**src/rtl/fetch_pkg.sv**
```systemverilog
package fetch_pkg;

  // line geometry
  localparam int line_bytes = 64;                      // bytes per cache line
  localparam int line_bits = line_bytes * 8;
  localparam int offset_bits = $clog2(line_bytes);     // 6

  // address geometry
  localparam int pc_bits = 64;
  localparam int line_addr_bits = pc_bits - offset_bits;  // 58

  // l0 line buffer, direct mapped
  localparam int l0_entries = 4;
  localparam int index_bits = $clog2(l0_entries);      // 2
  localparam int tag_bits = pc_bits - index_bits - offset_bits;  // 56

  typedef logic [line_bits-1:0] line_t;                // byte 0 sits in bits 7:0
  typedef logic [pc_bits-1:0] pc_t;                    // byte address
  typedef logic [offset_bits-1:0] offset_t;            // byte inside a line
  typedef logic [index_bits-1:0] l0_index_t;           // pc[7:6]
  typedef logic [tag_bits-1:0] l0_tag_t;               // pc[63:8]
  typedef logic [line_addr_bits-1:0] line_addr_t;      // pc without the offset

  // pc split the way the l0 sees it
  typedef struct packed {
    l0_tag_t   tag;
    l0_index_t index;
    offset_t   offset;
  } pc_fields_t;

  // per-entry bookkeeping, the line data lives in its own array
  typedef struct packed {
    logic    valid;
    l0_tag_t tag;
  } l0_meta_t;

endpackage

```
**src/rtl/op_pkg.sv**
```systemverilog
package op_pkg;

  localparam int instr_width = 32;                     // fixed width a64 encoding
  localparam int instr_bytes = instr_width / 8;
  localparam int super_scalar_width = 4;               // slots per bundle

  typedef logic [instr_width-1:0] instr_t;
  typedef instr_t [super_scalar_width-1:0] instruction_array;  // slot 0 in low bits

  // 0..4 real slots
  typedef logic [$clog2(super_scalar_width+1)-1:0] slot_count_t;

  // hint #0, i.e. nop
  localparam instr_t nop_instr = 32'hD503201F;

  // one aligned bundle and how much of it is real
  typedef struct packed {
    instruction_array instrs;
    slot_count_t      count;
  } bundle_t;

endpackage

```
**src/rtl/pc_gen.sv**
```systemverilog
`timescale 1ns/10ps

module pc_gen
  import fetch_pkg::*;
  import op_pkg::*;
(
  input  logic        clk_in,
  input  logic        rst_N_in,      // sync reset, active high
  input  logic        flush_in,      // mispredict, take redirect_pc
  input  pc_t         redirect_pc,
  input  logic        fetch_ready,   // decode took the bundle for fetch_pc
  input  slot_count_t slot_count,    // real slots of that bundle
  output pc_t         fetch_pc,
  output logic        pc_valid
);

  pc_t advance;

  // 4 bytes per real slot, lands on pc+16 or on the next line start
  assign advance = pc_t'(slot_count) * pc_t'(instr_bytes);

  always_ff @(posedge clk_in) begin
    if (rst_N_in) begin
      fetch_pc <= '0;
      pc_valid <= 1'b0;               // low for the first cycle out of reset
    end else begin
      pc_valid <= 1'b1;
      if (flush_in) begin
        fetch_pc <= redirect_pc;      // redirect wins over a sequential step
      end else if (fetch_ready) begin
        fetch_pc <= fetch_pc + advance;
      end
    end
  end

endmodule

```
**config.mk**
```make
export PLATFORM = sky130hd
export DESIGN_NAME = pc_gen
export DESIGN_NICKNAME = d
export VERILOG_FILES = /design/src/rtl/fetch_pkg.sv /design/src/rtl/op_pkg.sv /design/src/rtl/pc_gen.sv
export SDC_FILE = /design/constraint.sdc
export NUM_CORES = 1
export LEC_CHECK = 0
export BUFFER_PORTS_ARGS = -buffer_cell sky130_fd_sc_hd__clkbuf_2
export CORE_MARGIN = 8
export CORE_UTILIZATION = 52
export CTS_CLUSTER_SIZE = 28
export DETAILED_ROUTE_END_ITERATION = 12
export HOLD_SLACK_MARGIN = 0.15
export PLACE_DENSITY = 0.82
export SLEW_MARGIN = 30
export SYNTH_ARGS = -nofsm -noshare
export SYNTH_HDL_FRONTEND = slang
export SYNTH_SLANG_ARGS = --single-unit
```
**constraint.sdc**
```tcl
create_clock -name clk_in -period 3.38 [get_ports clk_in]
set_clock_uncertainty 0.05 [all_clocks]
set_input_delay 0 -clock clk_in [delete_from_list [all_inputs] [get_ports clk_in]]
set_output_delay 0 -clock clk_in [all_outputs]
set_load 0.05 [all_outputs]
```
Word level (Yosys, flattened, before mapping)
Index checks and enable logic that the tools add are counted. W data, S select, Z words.

Add/subtract/negate cells: 1. Mux-type cells: 3. Reductions and logical operators: 1.

Operators by type and width (number): $mux W64 (2); $add A64 B5 Y64 (1); $reduce_bool A2 Y1 (1); $mux W1 (1).

Flip-flop bits (word level): 65. Input bits: 71. Output and inout bits: 65. Word-level logic and storage cells: 7.

Depth between registers and ports, before layout
Depth in word-level cells: 3. Depth in mapped cells: 8. Depth with buffers taken out: 7.

Worst setup path after synthesis
OpenSTA, ideal clock, no wires.

Path kind: register to register. Start: reg fetch_pc[2]. End: reg fetch_pc[42]. Setup time: 0.112 ns. Arrival: 2.639 ns. Required time: 3.218 ns. Setup slack: 0.579 ns. Cell stages (with the launch flop): 9. Path buffers: 1. Period minus slack after synthesis: 2.801 ns. Cells stage by stage: dfxtp_1 -> ha_1 -> fa_1 -> a21oi_1 -> or4_4 -> or2_0 -> clkbuf_2 -> or3_1 -> a2111oi_1.

Word-level cells in the longest chain between the ends: 3.

Ends and longest elaborated chain: from (decl) (RTL line pc_gen.sv:13) `output pc_t fetch_pc,`; from (signal assigned) (RTL line pc_gen.sv:29) `fetch_pc <= redirect_pc;`; from (signal assigned) (RTL line pc_gen.sv:31) `fetch_pc <= fetch_pc + advance;`; $add A64 B5 Y64 (RTL line pc_gen.sv:31); $mux W64 (RTL line pc_gen.sv:30) `end else if (fetch_ready) begin`; $mux W64 (RTL line pc_gen.sv:28) `if (flush_in) begin`.

Every way passes these cells. The select of a mux whose other input is x is not followed. A chain may end at the register's enable or synchronous reset.

Worst setup path in the final report
Start: reg fetch_pc[2]. End: reg fetch_pc[38].

The elaborated chain is that of the path after synthesis.

==> reports/metrics.cfg <==
[synth]
avgSynthCellArea_um2 = 7.64
yosysSeqAreaShare_pct = 31.2
async_reset_ff_share_pct = 0
ys.flop_type = dfxtp_1
yosysWarnings = 0
synth-edff-count = 0
syn_inst = 546
synth_fp_nets = 621
yosysTopAreaCell = dfxtp_1
synth_most_common_cell = dfxtp_1
synthTopCellsByArea = dfxtp_1 31%, nor2_1 5.5%, nand2_1 4.6%
synth_top_area_share_pct = 31.2
synth_cell_types = 60
netlist_area_mm2 = 0.00417
synthTopCellsByCount = 65 x dfxtp_1, 61 x nor2_1, 51 x nand2_1
yosys_register_bits = 65

[grt]
antenna_found_initial = 0
grt_max_degree = 49
grt_usage_pct = 26.5
gr-total-overflow = 0
grt_pass1_vias = 4973
grt_pass1_wl_mm = 24.8

[critical_path]
r2r_slack_ns = 0.65
startpoint_type = flop
critPathKind = flop to flop
critPathTopFamily = simple AND/OR/NAND/NOR gates
cp.arrival_ns = 2.92
crit_buf_inv = 1
crit_chain = ha_1 -> fa_1 -> a21oi_1 -> or4_4 -> nor2_1 -> buf_4 -> a311oi_1 -> a2111oi_0
end_kind = flop
worst_r2r_path_depth = 8
r2r_start = fetch_pc[2]
r2r-end = fetch_pc[38]
cp_data_required_time_ns = 3.57
cpPeakStageDelay_ns = 0.53
crit_fanout = 8
cpMaxStageDelayCell = or4_4

[clock_tree]
cts-buffers-inserted = 9
clk_pin_slew_ns = 0.08
cts-root-buf = clkbuf_8
cts_num_sinks = 65
post_cts_buffers = 0
clock_latency_ns = 0.35
cts_buffer_depth = 2
ctsHtreeMaxLevel = 3
cts_tree = yes

[drt]
wl_met3_mm = 1.58
dr.pass1.iters = 5
via_count = 5171
wl_per_cell_um = 17.9
vias_per_cell = 6.18
totalWireLength_mm = 15.0
wl_met1_mm = 5.99
top_layer_used = met4
ant_nets = 0
drcViolationCount = 0
drtIter0Drc = 408
wl_met2_mm = 7.10

[timing]
period_share_pct = 80.7
tns_ns = 0
tightest_slew_ns = 0.666
fmax_ghz = 0.367
rsz0062_at_grt = false
min_period_ns = 2.73
whs_ns = 0.170
hold_viol = 0
max_slew_margin_pct = 55.2
setup_viol = 0
report.final.slew_viol_count = 0

[finish]
instances_no_fill = 837
postLayoutCellArea_mm2 = 0.00581
seq_area_mm2 = 0.00130
multi_input_area_mm2 = 0.00269
area_growth_pct = 39.3
n_antenna_cell = 0
drive_above_1_share_pct = 22.6
nNetsFinal = 806
fill_cells = 585
final_util_pct = 74.8

[die]
pin_count = 136
rows = 32
core_region_area_mm2 = 0.00777
start_util_pct = 53.7
die_h_um = 106
die_width_um = 106
die-area_mm2 = 0.0112

[outcome]
status = completed

[placement]
place_congestion = 0.938
hpwl_mm = 10.1
place_area_mm2 = 0.00487
placed_cells = 751
io_buffers = 135

[min_path]
hold_depth = 5
min_to = fetch_pc[25]
min-delay-path-class = primary input to flop
min-delay-start = fetch_ready

[pwr]
powerDensity_mw_per_mm2 = 385
leakagePower_uw = 0.00232
ir_worst_vdd_mv = 0.229

[job]
maxCapViolCount = 0

## layout make-up
type / instances / share of cell area (%)
Sequential cell: 65 / 22.4
Tap cell: 102 / 2.20
Clock buffer: 11 / 2.60
Multi-Input combinational cell: 434 / 46.2
Clock inverter: 4 / 1.31
Inverter: 8 / 0.517
Timing Repair Buffer: 213 / 24.8
## metrics by stage
step	worst slack (ns)	power [uW]
after global placement	0.809	1390
after CTS	0.695	2230
after global routing	0.246	2320
after detailed placement	0.700	1400
final	0.652	2240
after floorplan	0.579	1250
## cells in the final DEF, fill, tap and decap left out, types with 4 or more instances in the layout
cell / netlist / layout
nand4_1: 26 / 26
nor3b_1: 6 / 6
nand3_1: 30 / 30
o21ai_0: 8 / 8
nor4_1: 17 / 17
xor2_1: 6 / 6
o211ai_1: 10 / 10
nor2_1: 61 / 61
a2111oi_0: 6 / 6
buf_4: 1 / 7
o2111a_1: 4 / 4
a21oi_1: 20 / 20
and4_1: 11 / 11
mux2i_1: 9 / 9
a31oi_1: 9 / 9
nand2_1: 51 / 51
and2_1: 5 / 5
dlygate4sd3_1: 0 / 71
a211oi_1: 20 / 20
nor2b_1: 7 / 7
and3_1: 17 / 17
nor3_1: 26 / 26
dfxtp_1: 65 / 65
clkbuf_8: 0 / 11
inv_1: 7 / 6
a211o_1: 4 / 4
or3_1: 11 / 11
xnor2_1: 13 / 13
a311oi_1: 8 / 8
clkbuf_2: 1 / 135
## logic make-up (layout without fill, tap and decap cells)
kind of cell / after synthesis / after routing / share of synthesized area (%)
adder cells (fa/ha/maj): 4 / 4 / 1.38
flip-flops: 65 / 65 / 31.2
XOR/XNOR: 19 / 19 / 3.99
AND/OR/NAND/NOR: 293 / 293 / 37.6
buffers and inverters: 47 / 236 / 4.44
multiplexers: 9 / 9 / 2.16
AO/OA/AOI/OAI: 109 / 109 / 19.3
## registers in the layout (all words and copies together) (netlist names)
register,cells
pc_valid,1
fetch_pc,64
## worst max path at each step
stage	cells past startpoint	endpoint	from
6_report	8	fetch_pc[38]	fetch_pc[2]
5_1_grt	8	fetch_pc[38]	fetch_pc[2]
4_1_cts	8	fetch_pc[38]	fetch_pc[2]
3_5_place_dp	8	fetch_pc[38]	fetch_pc[2]
3_3_place_gp	6	fetch_pc[39]	fetch_pc[4]
2_1_floorplan	8	fetch_pc[42]	fetch_pc[2]
## worst register-to-register path: stages (launching register included)
cell and delay (ns):
dfxtp_1 0.36, ha_1 0.21, fa_1 0.24, a21oi_1 0.16, or4_4 0.53, nor2_1 0.38
buf_4 0.25, a311oi_1 0.09, a2111oi_0 0.34
## layer usage
metal  up-vias  GRT usage (%)
met5         -              0
met4         0           9.85
met1      2408           32.2
li1       2441              -
met2       292           43.9
met3        30           7.00
## timing repair
action,CTS,global route
hold buffers,71,0
hold endpoints to repair,64,0
gates resized for setup,0,0
## power by group
part,internal [uW],switching (uW)
Clock,453,324
Combinational,200,359
Sequential,820,82.9
(Power assumes the default switching activity.)
