**src/rtl/fetch_pkg.sv**
```systemverilog
package fetch_pkg;

  // line geometry
  localparam int line_bytes = 64;                      // bytes per cache line
  localparam int line_bits = line_bytes * 8;
  localparam int offset_bits = $clog2(line_bytes);     // 6

  // address geometry
  localparam int pc_bits = 64;
  localparam int line_addr_bits = pc_bits - offset_bits;  // 58

  // l0 line buffer, direct mapped
  localparam int l0_entries = 4;
  localparam int index_bits = $clog2(l0_entries);      // 2
  localparam int tag_bits = pc_bits - index_bits - offset_bits;  // 56

  typedef logic [line_bits-1:0] line_t;                // byte 0 sits in bits 7:0
  typedef logic [pc_bits-1:0] pc_t;                    // byte address
  typedef logic [offset_bits-1:0] offset_t;            // byte inside a line
  typedef logic [index_bits-1:0] l0_index_t;           // pc[7:6]
  typedef logic [tag_bits-1:0] l0_tag_t;               // pc[63:8]
  typedef logic [line_addr_bits-1:0] line_addr_t;      // pc without the offset

  // pc split the way the l0 sees it
  typedef struct packed {
    l0_tag_t   tag;
    l0_index_t index;
    offset_t   offset;
  } pc_fields_t;

  // per-entry bookkeeping, the line data lives in its own array
  typedef struct packed {
    logic    valid;
    l0_tag_t tag;
  } l0_meta_t;

endpackage

```
**src/rtl/l0_line_buffer.sv**
```systemverilog
`timescale 1ns/10ps

module l0_line_buffer
  import fetch_pkg::*;
(
  input  logic       clk_in,
  input  logic       rst_N_in,      // sync reset, active high
  input  logic       flush_in,
  input  pc_t        fetch_pc,
  input  logic       pc_valid,
  input  logic       l1i_valid,     // one cycle response pulse
  input  line_t      l1i_line,
  output line_t      l0_line,
  output logic       l0_hit,
  output logic       l1i_req,       // one cycle request pulse
  output line_addr_t l1i_addr
);

  pc_fields_t pc_f;
  l0_meta_t   meta [l0_entries];    // valid + tag per entry
  line_t      lines [l0_entries];   // line data
  line_addr_t miss_addr;            // line we asked l1i for
  logic       miss_pending;         // request out for the current pc
  logic       late_pending;         // request out from before a flush
  logic       fill_en;
  l0_index_t  fill_index;
  l0_tag_t    fill_tag;

  assign pc_f = fetch_pc;

  // lookup is purely combinational on fetch_pc
  assign l0_line = lines[pc_f.index];
  assign l0_hit = meta[pc_f.index].valid && (meta[pc_f.index].tag == pc_f.tag);

  // a late line still has to land at miss_addr, so hold new requests until it does
  assign l1i_req = pc_valid && !l0_hit && !miss_pending && !late_pending && !flush_in;
  assign l1i_addr = {pc_f.tag, pc_f.index};

  // responses come back in order, the oldest one always belongs to miss_addr
  assign fill_en = l1i_valid && (miss_pending || late_pending);
  assign fill_index = miss_addr[index_bits-1:0];
  assign fill_tag = miss_addr[line_addr_bits-1:index_bits];

  always_ff @(posedge clk_in) begin
    if (rst_N_in) begin
      miss_pending <= 1'b0;
      late_pending <= 1'b0;
      for (int i = 0; i < l0_entries; i++) begin
        meta[i].valid <= 1'b0;
      end
    end else begin
      if (fill_en) begin
        meta[fill_index] <= '{valid: 1'b1, tag: fill_tag};  // hit from next cycle on
      end
      if (l1i_valid) begin
        miss_pending <= 1'b0;
        late_pending <= 1'b0;
      end else if (flush_in) begin
        // outstanding line is now stale for fetch but still good data here
        late_pending <= late_pending | miss_pending;
        miss_pending <= 1'b0;
      end else if (l1i_req) begin
        miss_pending <= 1'b1;
      end
    end
  end

  // data side
  always_ff @(posedge clk_in) begin
    if (fill_en) begin
      lines[fill_index] <= l1i_line;
    end
    if (l1i_req) begin
      miss_addr <= l1i_addr;  // remembered for the fill
    end
  end

endmodule

```
**config.mk**
```make
export PLATFORM = sky130hd
export DESIGN_NAME = l0_line_buffer
export DESIGN_NICKNAME = d
export VERILOG_FILES = /design/src/rtl/fetch_pkg.sv /design/src/rtl/l0_line_buffer.sv
export SDC_FILE = /design/constraint.sdc
export NUM_CORES = 2
export LEC_CHECK = 0
export BUFFER_PORTS_ARGS = -buffer_cell sky130_fd_sc_hd__buf_4
export CORE_AREA = 2 2 448 450
export CTS_CLUSTER_DIAMETER = 120
export DETAILED_ROUTE_END_ITERATION = 12
export DIE_AREA = 0 0 450 452
export PLACE_DENSITY_LB_ADDON = 0.05
export REMOVE_ABC_BUFFERS = 1
export SLEW_MARGIN = 25
export SYNTH_ARGS = -nofsm -noshare
export SYNTH_HDL_FRONTEND = slang
export SYNTH_SLANG_ARGS = --single-unit
```
**constraint.sdc**
```tcl
create_clock -name clk_in -period 67.5 [get_ports clk_in]
set_input_delay 6.75 -clock clk_in [delete_from_list [all_inputs] [get_ports clk_in]]
set_output_delay 6.75 -clock clk_in [all_outputs]
set_load 0.02 [all_outputs]
```
; After elaboration in Yosys (flattened, before gate mapping)
; Memory sizes are Yosys's and may differ from the RTL's.
; Index checks and enable logic that the tools add are counted.
[totals]
ff_bits = 60
ramBits = 2276
in_bits = 581
memories = 2
[memory_table]
columns = memory, words, word_bits, rd, rd_ports_with_merged_regs, wr, line_no
row1 = lines, 4, 512, 1, 0, 1, l0_line_buffer.sv:21  ; line_t lines [l0_entries];
row2 = meta, 4, 57, 1, 0, 4, l0_line_buffer.sv:20  ; l0_meta_t meta [l0_entries];
[classes]
eq_ne = 1
muxes = 9
bitwise_logic = 1
n_reduce_logical = 14
[ops]
columns = cell, count
row1 = 57-bit 2-to-1 mux, 1
row2 = 57-bit OR reduction, 1
row3 = 56-bit equality test, 1
row4 = 1-bit logical AND, 6
row5 = 1-bit 2-to-1 mux, 6
row6 = 1-bit zero test, 4
row7 = 2-bit 2-to-1 mux, 2
row8 = 3-bit OR reduction, 1
row9 = 2-bit OR reduction, 1
row10 = 1-bit logical OR, 1
row11 = 1-bit OR, 1

; Longest topological paths before layout
; An unclocked memory read counts as a cell.
[depth]
ltp_word = 8
depth_mapped = 12
mapped_depth_nobuf = 7

; Least setup slack after synthesis
; No wires, ideal clock.
[synth_path]
path_kind = input-to-reg
from = input port l1i_valid
to = memory meta[2][0] (netlist name) (enable)
setup_ps = 476
arrival_ps = 47500
slack_ps = 19525
cell_stages = 3
cell_sequence = o21ai_1 -> nor3b_1 -> nor2b_1
[synth_rtl]
columns = element, line_no
row1 = from (decl), l0_line_buffer.sv:11  ; input logic l1i_valid,
row2 = to (decl), l0_line_buffer.sv:20

; Worst setup path after layout
[layout_path]
from = input port fetch_pc[6]
to = output port l1i_req
[layout_via]
elab_chain_len = 8
[layout_lines]
columns = element, line_no
row1 = from (decl), l0_line_buffer.sv:9  ; input pc_t fetch_pc,
row2 = memory read 4 x 57 bit *, n/a
row3 = 56-bit equality test, l0_line_buffer.sv:33  ; assign l0_hit = meta[pc_f.index].valid && (meta[pc_f.index].tag == pc_f.tag);
row4 = 1-bit logical AND *, l0_line_buffer.sv:33
row5 = 1-bit zero test *, l0_line_buffer.sv:36  ; assign l1i_req = pc_valid && !l0_hit && !miss_pending && !late_pending && !flush_in;
row6 = 1-bit logical AND * (4 in a row), l0_line_buffer.sv:36
row7 = to (decl), l0_line_buffer.sv:15  ; output logic l1i_req,
; Every way passes the cells marked *; elsewhere a longest branch is shown, timed or not.

==> results by stage <==
Worst setup path:
- The largest driver fanout on the critical path is 115.
- STA classifies the critical path startpoint as an input port.
- STA puts the critical path data arrival time at 12.15 ns.
- The critical path goes through buf_8, buf_12, buf_4, mux4_1, xnor2_1, nand3_1, a2111oi_1, nand4_1, o311ai_2, nor3_2, buf_4, buf_4.
- The dominant cell type by count on the critical path is sky130_fd_sc_hd__buf_4.
- STA classifies the critical path endpoint as a primary output.
- Among cell families on the critical path, the largest total delay comes from buffers and inverters.
- The largest single stage delay on the critical path is 0.77 ns.
- The cell with the biggest individual delay on the critical path is sky130_fd_sc_hd__buf_4.
- The critical path is of the input port to primary output type.
- The sum of buffers and inverters on the critical path is 5.
- For the worst setup path, the data required time is 60.75 ns.

Floorplan:
- Once the floorplan was initialized, standard cells occupied 43.19% of the core.
- The core box area is 198600 um2.
- The die area is 203400 um2.
- The width of the chip is 450 um.
- In this run the vertical extent of the chip is 452 um.
- The site row count is 164.
- The number of ports placed on the die boundary is 1153.

Power:
- The leakage power of the design is 34.45 nW.
- The ratio of total power to cell area is 28.98 nW/um2.
- The maximum VDD drop is 0.02153 mV.

Drt:
- The count of nets left with antenna violations once routing finished came out at 0.
- In the routed design, unresolved DRC markers number 0.
- The total iterations of the first detailed-routing run is 5.
- The average wire length per cell after detail routing is 28.96 um.
- The final route contains 39420 vias.
- The number of violations reported at the end of detailed-routing iteration 0 is 2927.
- The overall routed net length is 217300 um.
- In the routed layout, each cell is associated on average with a via count of 5.255.

Cells and area:
- The growth of design area from synthesis to finish is 22.08%.
- At the end of the flow, the number of nets in the layout was 5207.
- The layout cell share with drive strength beyond 1 is 43.11%.
- Cells fill 52.72% of the core in the end.
- The final non-filler cell total is 7502.
- Summing all non-filler instances in the final layout gives an area of 104700 um2.

Global routing:
- The initial antenna violation count came to 59.
- The via count of the first global-routing pass is 40400.
- Across every metal layer, demand over resource in global routing totals 20.96%.
- The first global-routing pass estimated 303300 um of wire.
- Entering global routing, the biggest net connects 141 pins.
- The overall overflow remaining after global route is 0.

Clock network:
- For the worst-skew pair, the clock arrives at the later sink with an insertion delay of 0.85 ns.
- The root cell of the clock tree is sky130_fd_sc_hd__clkbuf_16.
- The longest clock path from root to sink contains 3 buffers.
- The number of buffers added for setup after CTS is 0.
- The number of hold-repair buffers added at the cts stage is 0.
- Buffers inserted during clock tree synthesis total 240.
- TritonCTS built the clock tree.
- The clock-pin slew on the worst setup and hold paths is 0.06 ns.
- In this run, post-CTS repair resized a total of 0 instances.
- The clock tree synthesis step divided the H-tree into 4 levels.
- The number of sinks handled by clock tree synthesis is 2336.

Logic synthesis:
- The total of flip-flops plus latches after synthesis is 2336.
- Counting flops with a built-in enable in the synthesized netlist gives 2334.
- The largest area contributor in the synthesized netlist is sky130_fd_sc_hd__edfxtp_1.
- After synthesis, the cell types taking the most area are sky130_fd_sc_hd__edfxtp_1 82%, sky130_fd_sc_hd__mux4_2 14%, sky130_fd_sc_hd__mux2i_1 0.61%, sky130_fd_sc_hd__buf_4 0.53%, sky130_fd_sc_hd__and2_1 0.42%.
- The summed instance area of the synthesized netlist is 85780 um2.
- The number of standard cells after synthesis is 3375.
- The sequential fraction of the synthesis area is 81.75%.
- The predominant post-synthesis flop cell is sky130_fd_sc_hd__edfxtp_1.
- The number of library cell types mapped by synthesis is 57.
- The share of synthesized registers carrying an async set or reset is 0%.
- Dividing the synthesized area by the synthesized cell count gives 25.42 um2.
- The share of synthesized area in the top cell type comes to 81.70%.
- For this run, the number of Yosys warnings is 0.

Timing:
- The minimum hold slack is 0.5188 ns.
- The worst path in the final design needs a cycle of 18.90 ns, including I/O delays and setup.
- The count of final setup violators is 0.
- The transition time at the pin with the least slew margin is 1.177 ns.
- The ratio of final minimum period to clock period is 28.00%.
- The maximum clock frequency is 52.91 MHz.
- The total negative slack is 0 ns.
- Between clock sinks in the finished design, the worst skew comes to 0.03146 ns.
- The max-slew violation total from the final report came to 0.
- Setup repair after global routing left no endpoint under its margin.
- In this run the tightest slew margin relative to its limit is 21.51%.
- The final count of hold timing violations came to 0.

Status:
- The flow ran to the end, and the final reports show no timing, DRC or antenna violations.

Job:
- The count of max-cap constraint violations is 0.

Placement:
- The post-detailed-placement half-perimeter wirelength is 139900 um.
- The instance area after placement is 97210 um2.
- During placement, the flow inserted port buffers numbering 1146.
- Routability-driven placement finished with a final weighted congestion of 0.7750.
- Including well taps, the total number of placed cells is 7038.

Hold path:
- The path class of the tightest hold or removal check is flop to flop.
power breakdown:
part / switching [mW] / leakage, nW / internal (mW)
logic: 0.0978 / 10.2 / 0.0778
registers: 0.00164 / 20.6 / 1.60
clock network: 0.538 / 3.62 / 0.717
total: 0.637 / 34.4 / 2.40
layout make-up:
type	instances	area [um2]
fill	15720	93910
sequential	2336	70130
multi-input combinational	824	14530
timing repair buffer	1206	9205
clock buffer	307	6319
tap	2656	3323
clock inverter	129	1086
inverter	18	75.07
antenna	26	65.06
synthesized netlist by cell type (4+ instances only):
cell                        count
sky130_fd_sc_hd__o2111ai_1      4
sky130_fd_sc_hd__nor2_1         5
sky130_fd_sc_hd__buf_6          5
sky130_fd_sc_hd__mux2i_1       52
sky130_fd_sc_hd__o22a_1         5
sky130_fd_sc_hd__nor3_1         4
sky130_fd_sc_hd__inv_1         17
sky130_fd_sc_hd__nand2b_1       5
sky130_fd_sc_hd__xnor2_1       24
sky130_fd_sc_hd__mux4_2       532
sky130_fd_sc_hd__mux4_1        12
sky130_fd_sc_hd__a21oi_1        6
sky130_fd_sc_hd__nor2b_1        5
sky130_fd_sc_hd__o221ai_1       6
sky130_fd_sc_hd__mux2_2        10
sky130_fd_sc_hd__nand3_1       10
sky130_fd_sc_hd__a22oi_1        6
sky130_fd_sc_hd__nand4_1        8
sky130_fd_sc_hd__buf_4         60
sky130_fd_sc_hd__xor2_1        10
sky130_fd_sc_hd__clkbuf_1      70
sky130_fd_sc_hd__or2_2          5
sky130_fd_sc_hd__nand2_1       10
sky130_fd_sc_hd__edfxtp_1    2334
sky130_fd_sc_hd__and2_1        58
sky130_fd_sc_hd__buf_2         57
metal layers:
layer	up-vias	routed length (um)	GRT usage [%]
li1	17020	-	-
met1	20910	80290	24.67
met2	1107	117200	37.19
met3	364	11740	4.842
met4	22	7931	8.274
met5	-	120	0
final timing paths:
kind / start / slack (ns) / cells after the start / to
max: fetch_pc[6] / 48.60 / 12 / l1i_req
min: miss_pending / 0.52 / 2 / miss_pending
max reg2reg: meta[3][29] / 63.66 / 9 / miss_addr[40]
min reg2reg: miss_pending / 0.52 / 2 / miss_pending
cell usage in the layout (no fill, tap or decap), types with 24 or more instances in the layout:
cell type	instances
sky130_fd_sc_hd__edfxtp_1	2334
sky130_fd_sc_hd__buf_4	1193
sky130_fd_sc_hd__mux4_2	532
sky130_fd_sc_hd__clkbuf_16	241
sky130_fd_sc_hd__clkinv_1	63
sky130_fd_sc_hd__clkbuf_1	62
sky130_fd_sc_hd__and2_1	58
sky130_fd_sc_hd__mux2i_1	52
sky130_fd_sc_hd__clkinv_2	37
sky130_fd_sc_hd__diode_2	26
sky130_fd_sc_hd__xnor2_1	24
tightest hold or removal path, stage by stage (launching register included):
cell and delay, ns:
sky130_fd_sc_hd__dfxtp_1 0.35, sky130_fd_sc_hd__inv_1 0.07, sky130_fd_sc_hd__a2111oi_1 0.06
state kept, by name, summed over array words and instances, names as in the netlist:
name          count
meta            228
late_pending      1
lines          2048
miss_addr        58
miss_pending      1
cell families (layout without fill, tap and decap cells):
logic type / count (synthesis) / count (layout) / share of synthesized area, %
flops: 2336 / 2336 / 81.75
compound gates: 65 / 65 / 0.6126
simple gates: 118 / 118 / 0.8066
mux: 607 / 607 / 15.09
other cells: 0 / 26 / 0
xor+xnor: 34 / 34 / 0.3471
buf+inv: 215 / 1660 / 1.394
stage by stage:
| step | power (mW) | worst slack (ns) |
|---|---|---|
| 2_1_floorplan | 1.708 | 19.52 |
| 3_3_place_gp | 1.813 | 48.43 |
| 3_5_place_dp | 1.815 | 48.46 |
| 4_1_cts | 3.072 | 48.44 |
| 5_1_grt | 3.134 | 48.06 |
| 6_report | 3.035 | 48.60 |
(Power assumes the default switching activity.)
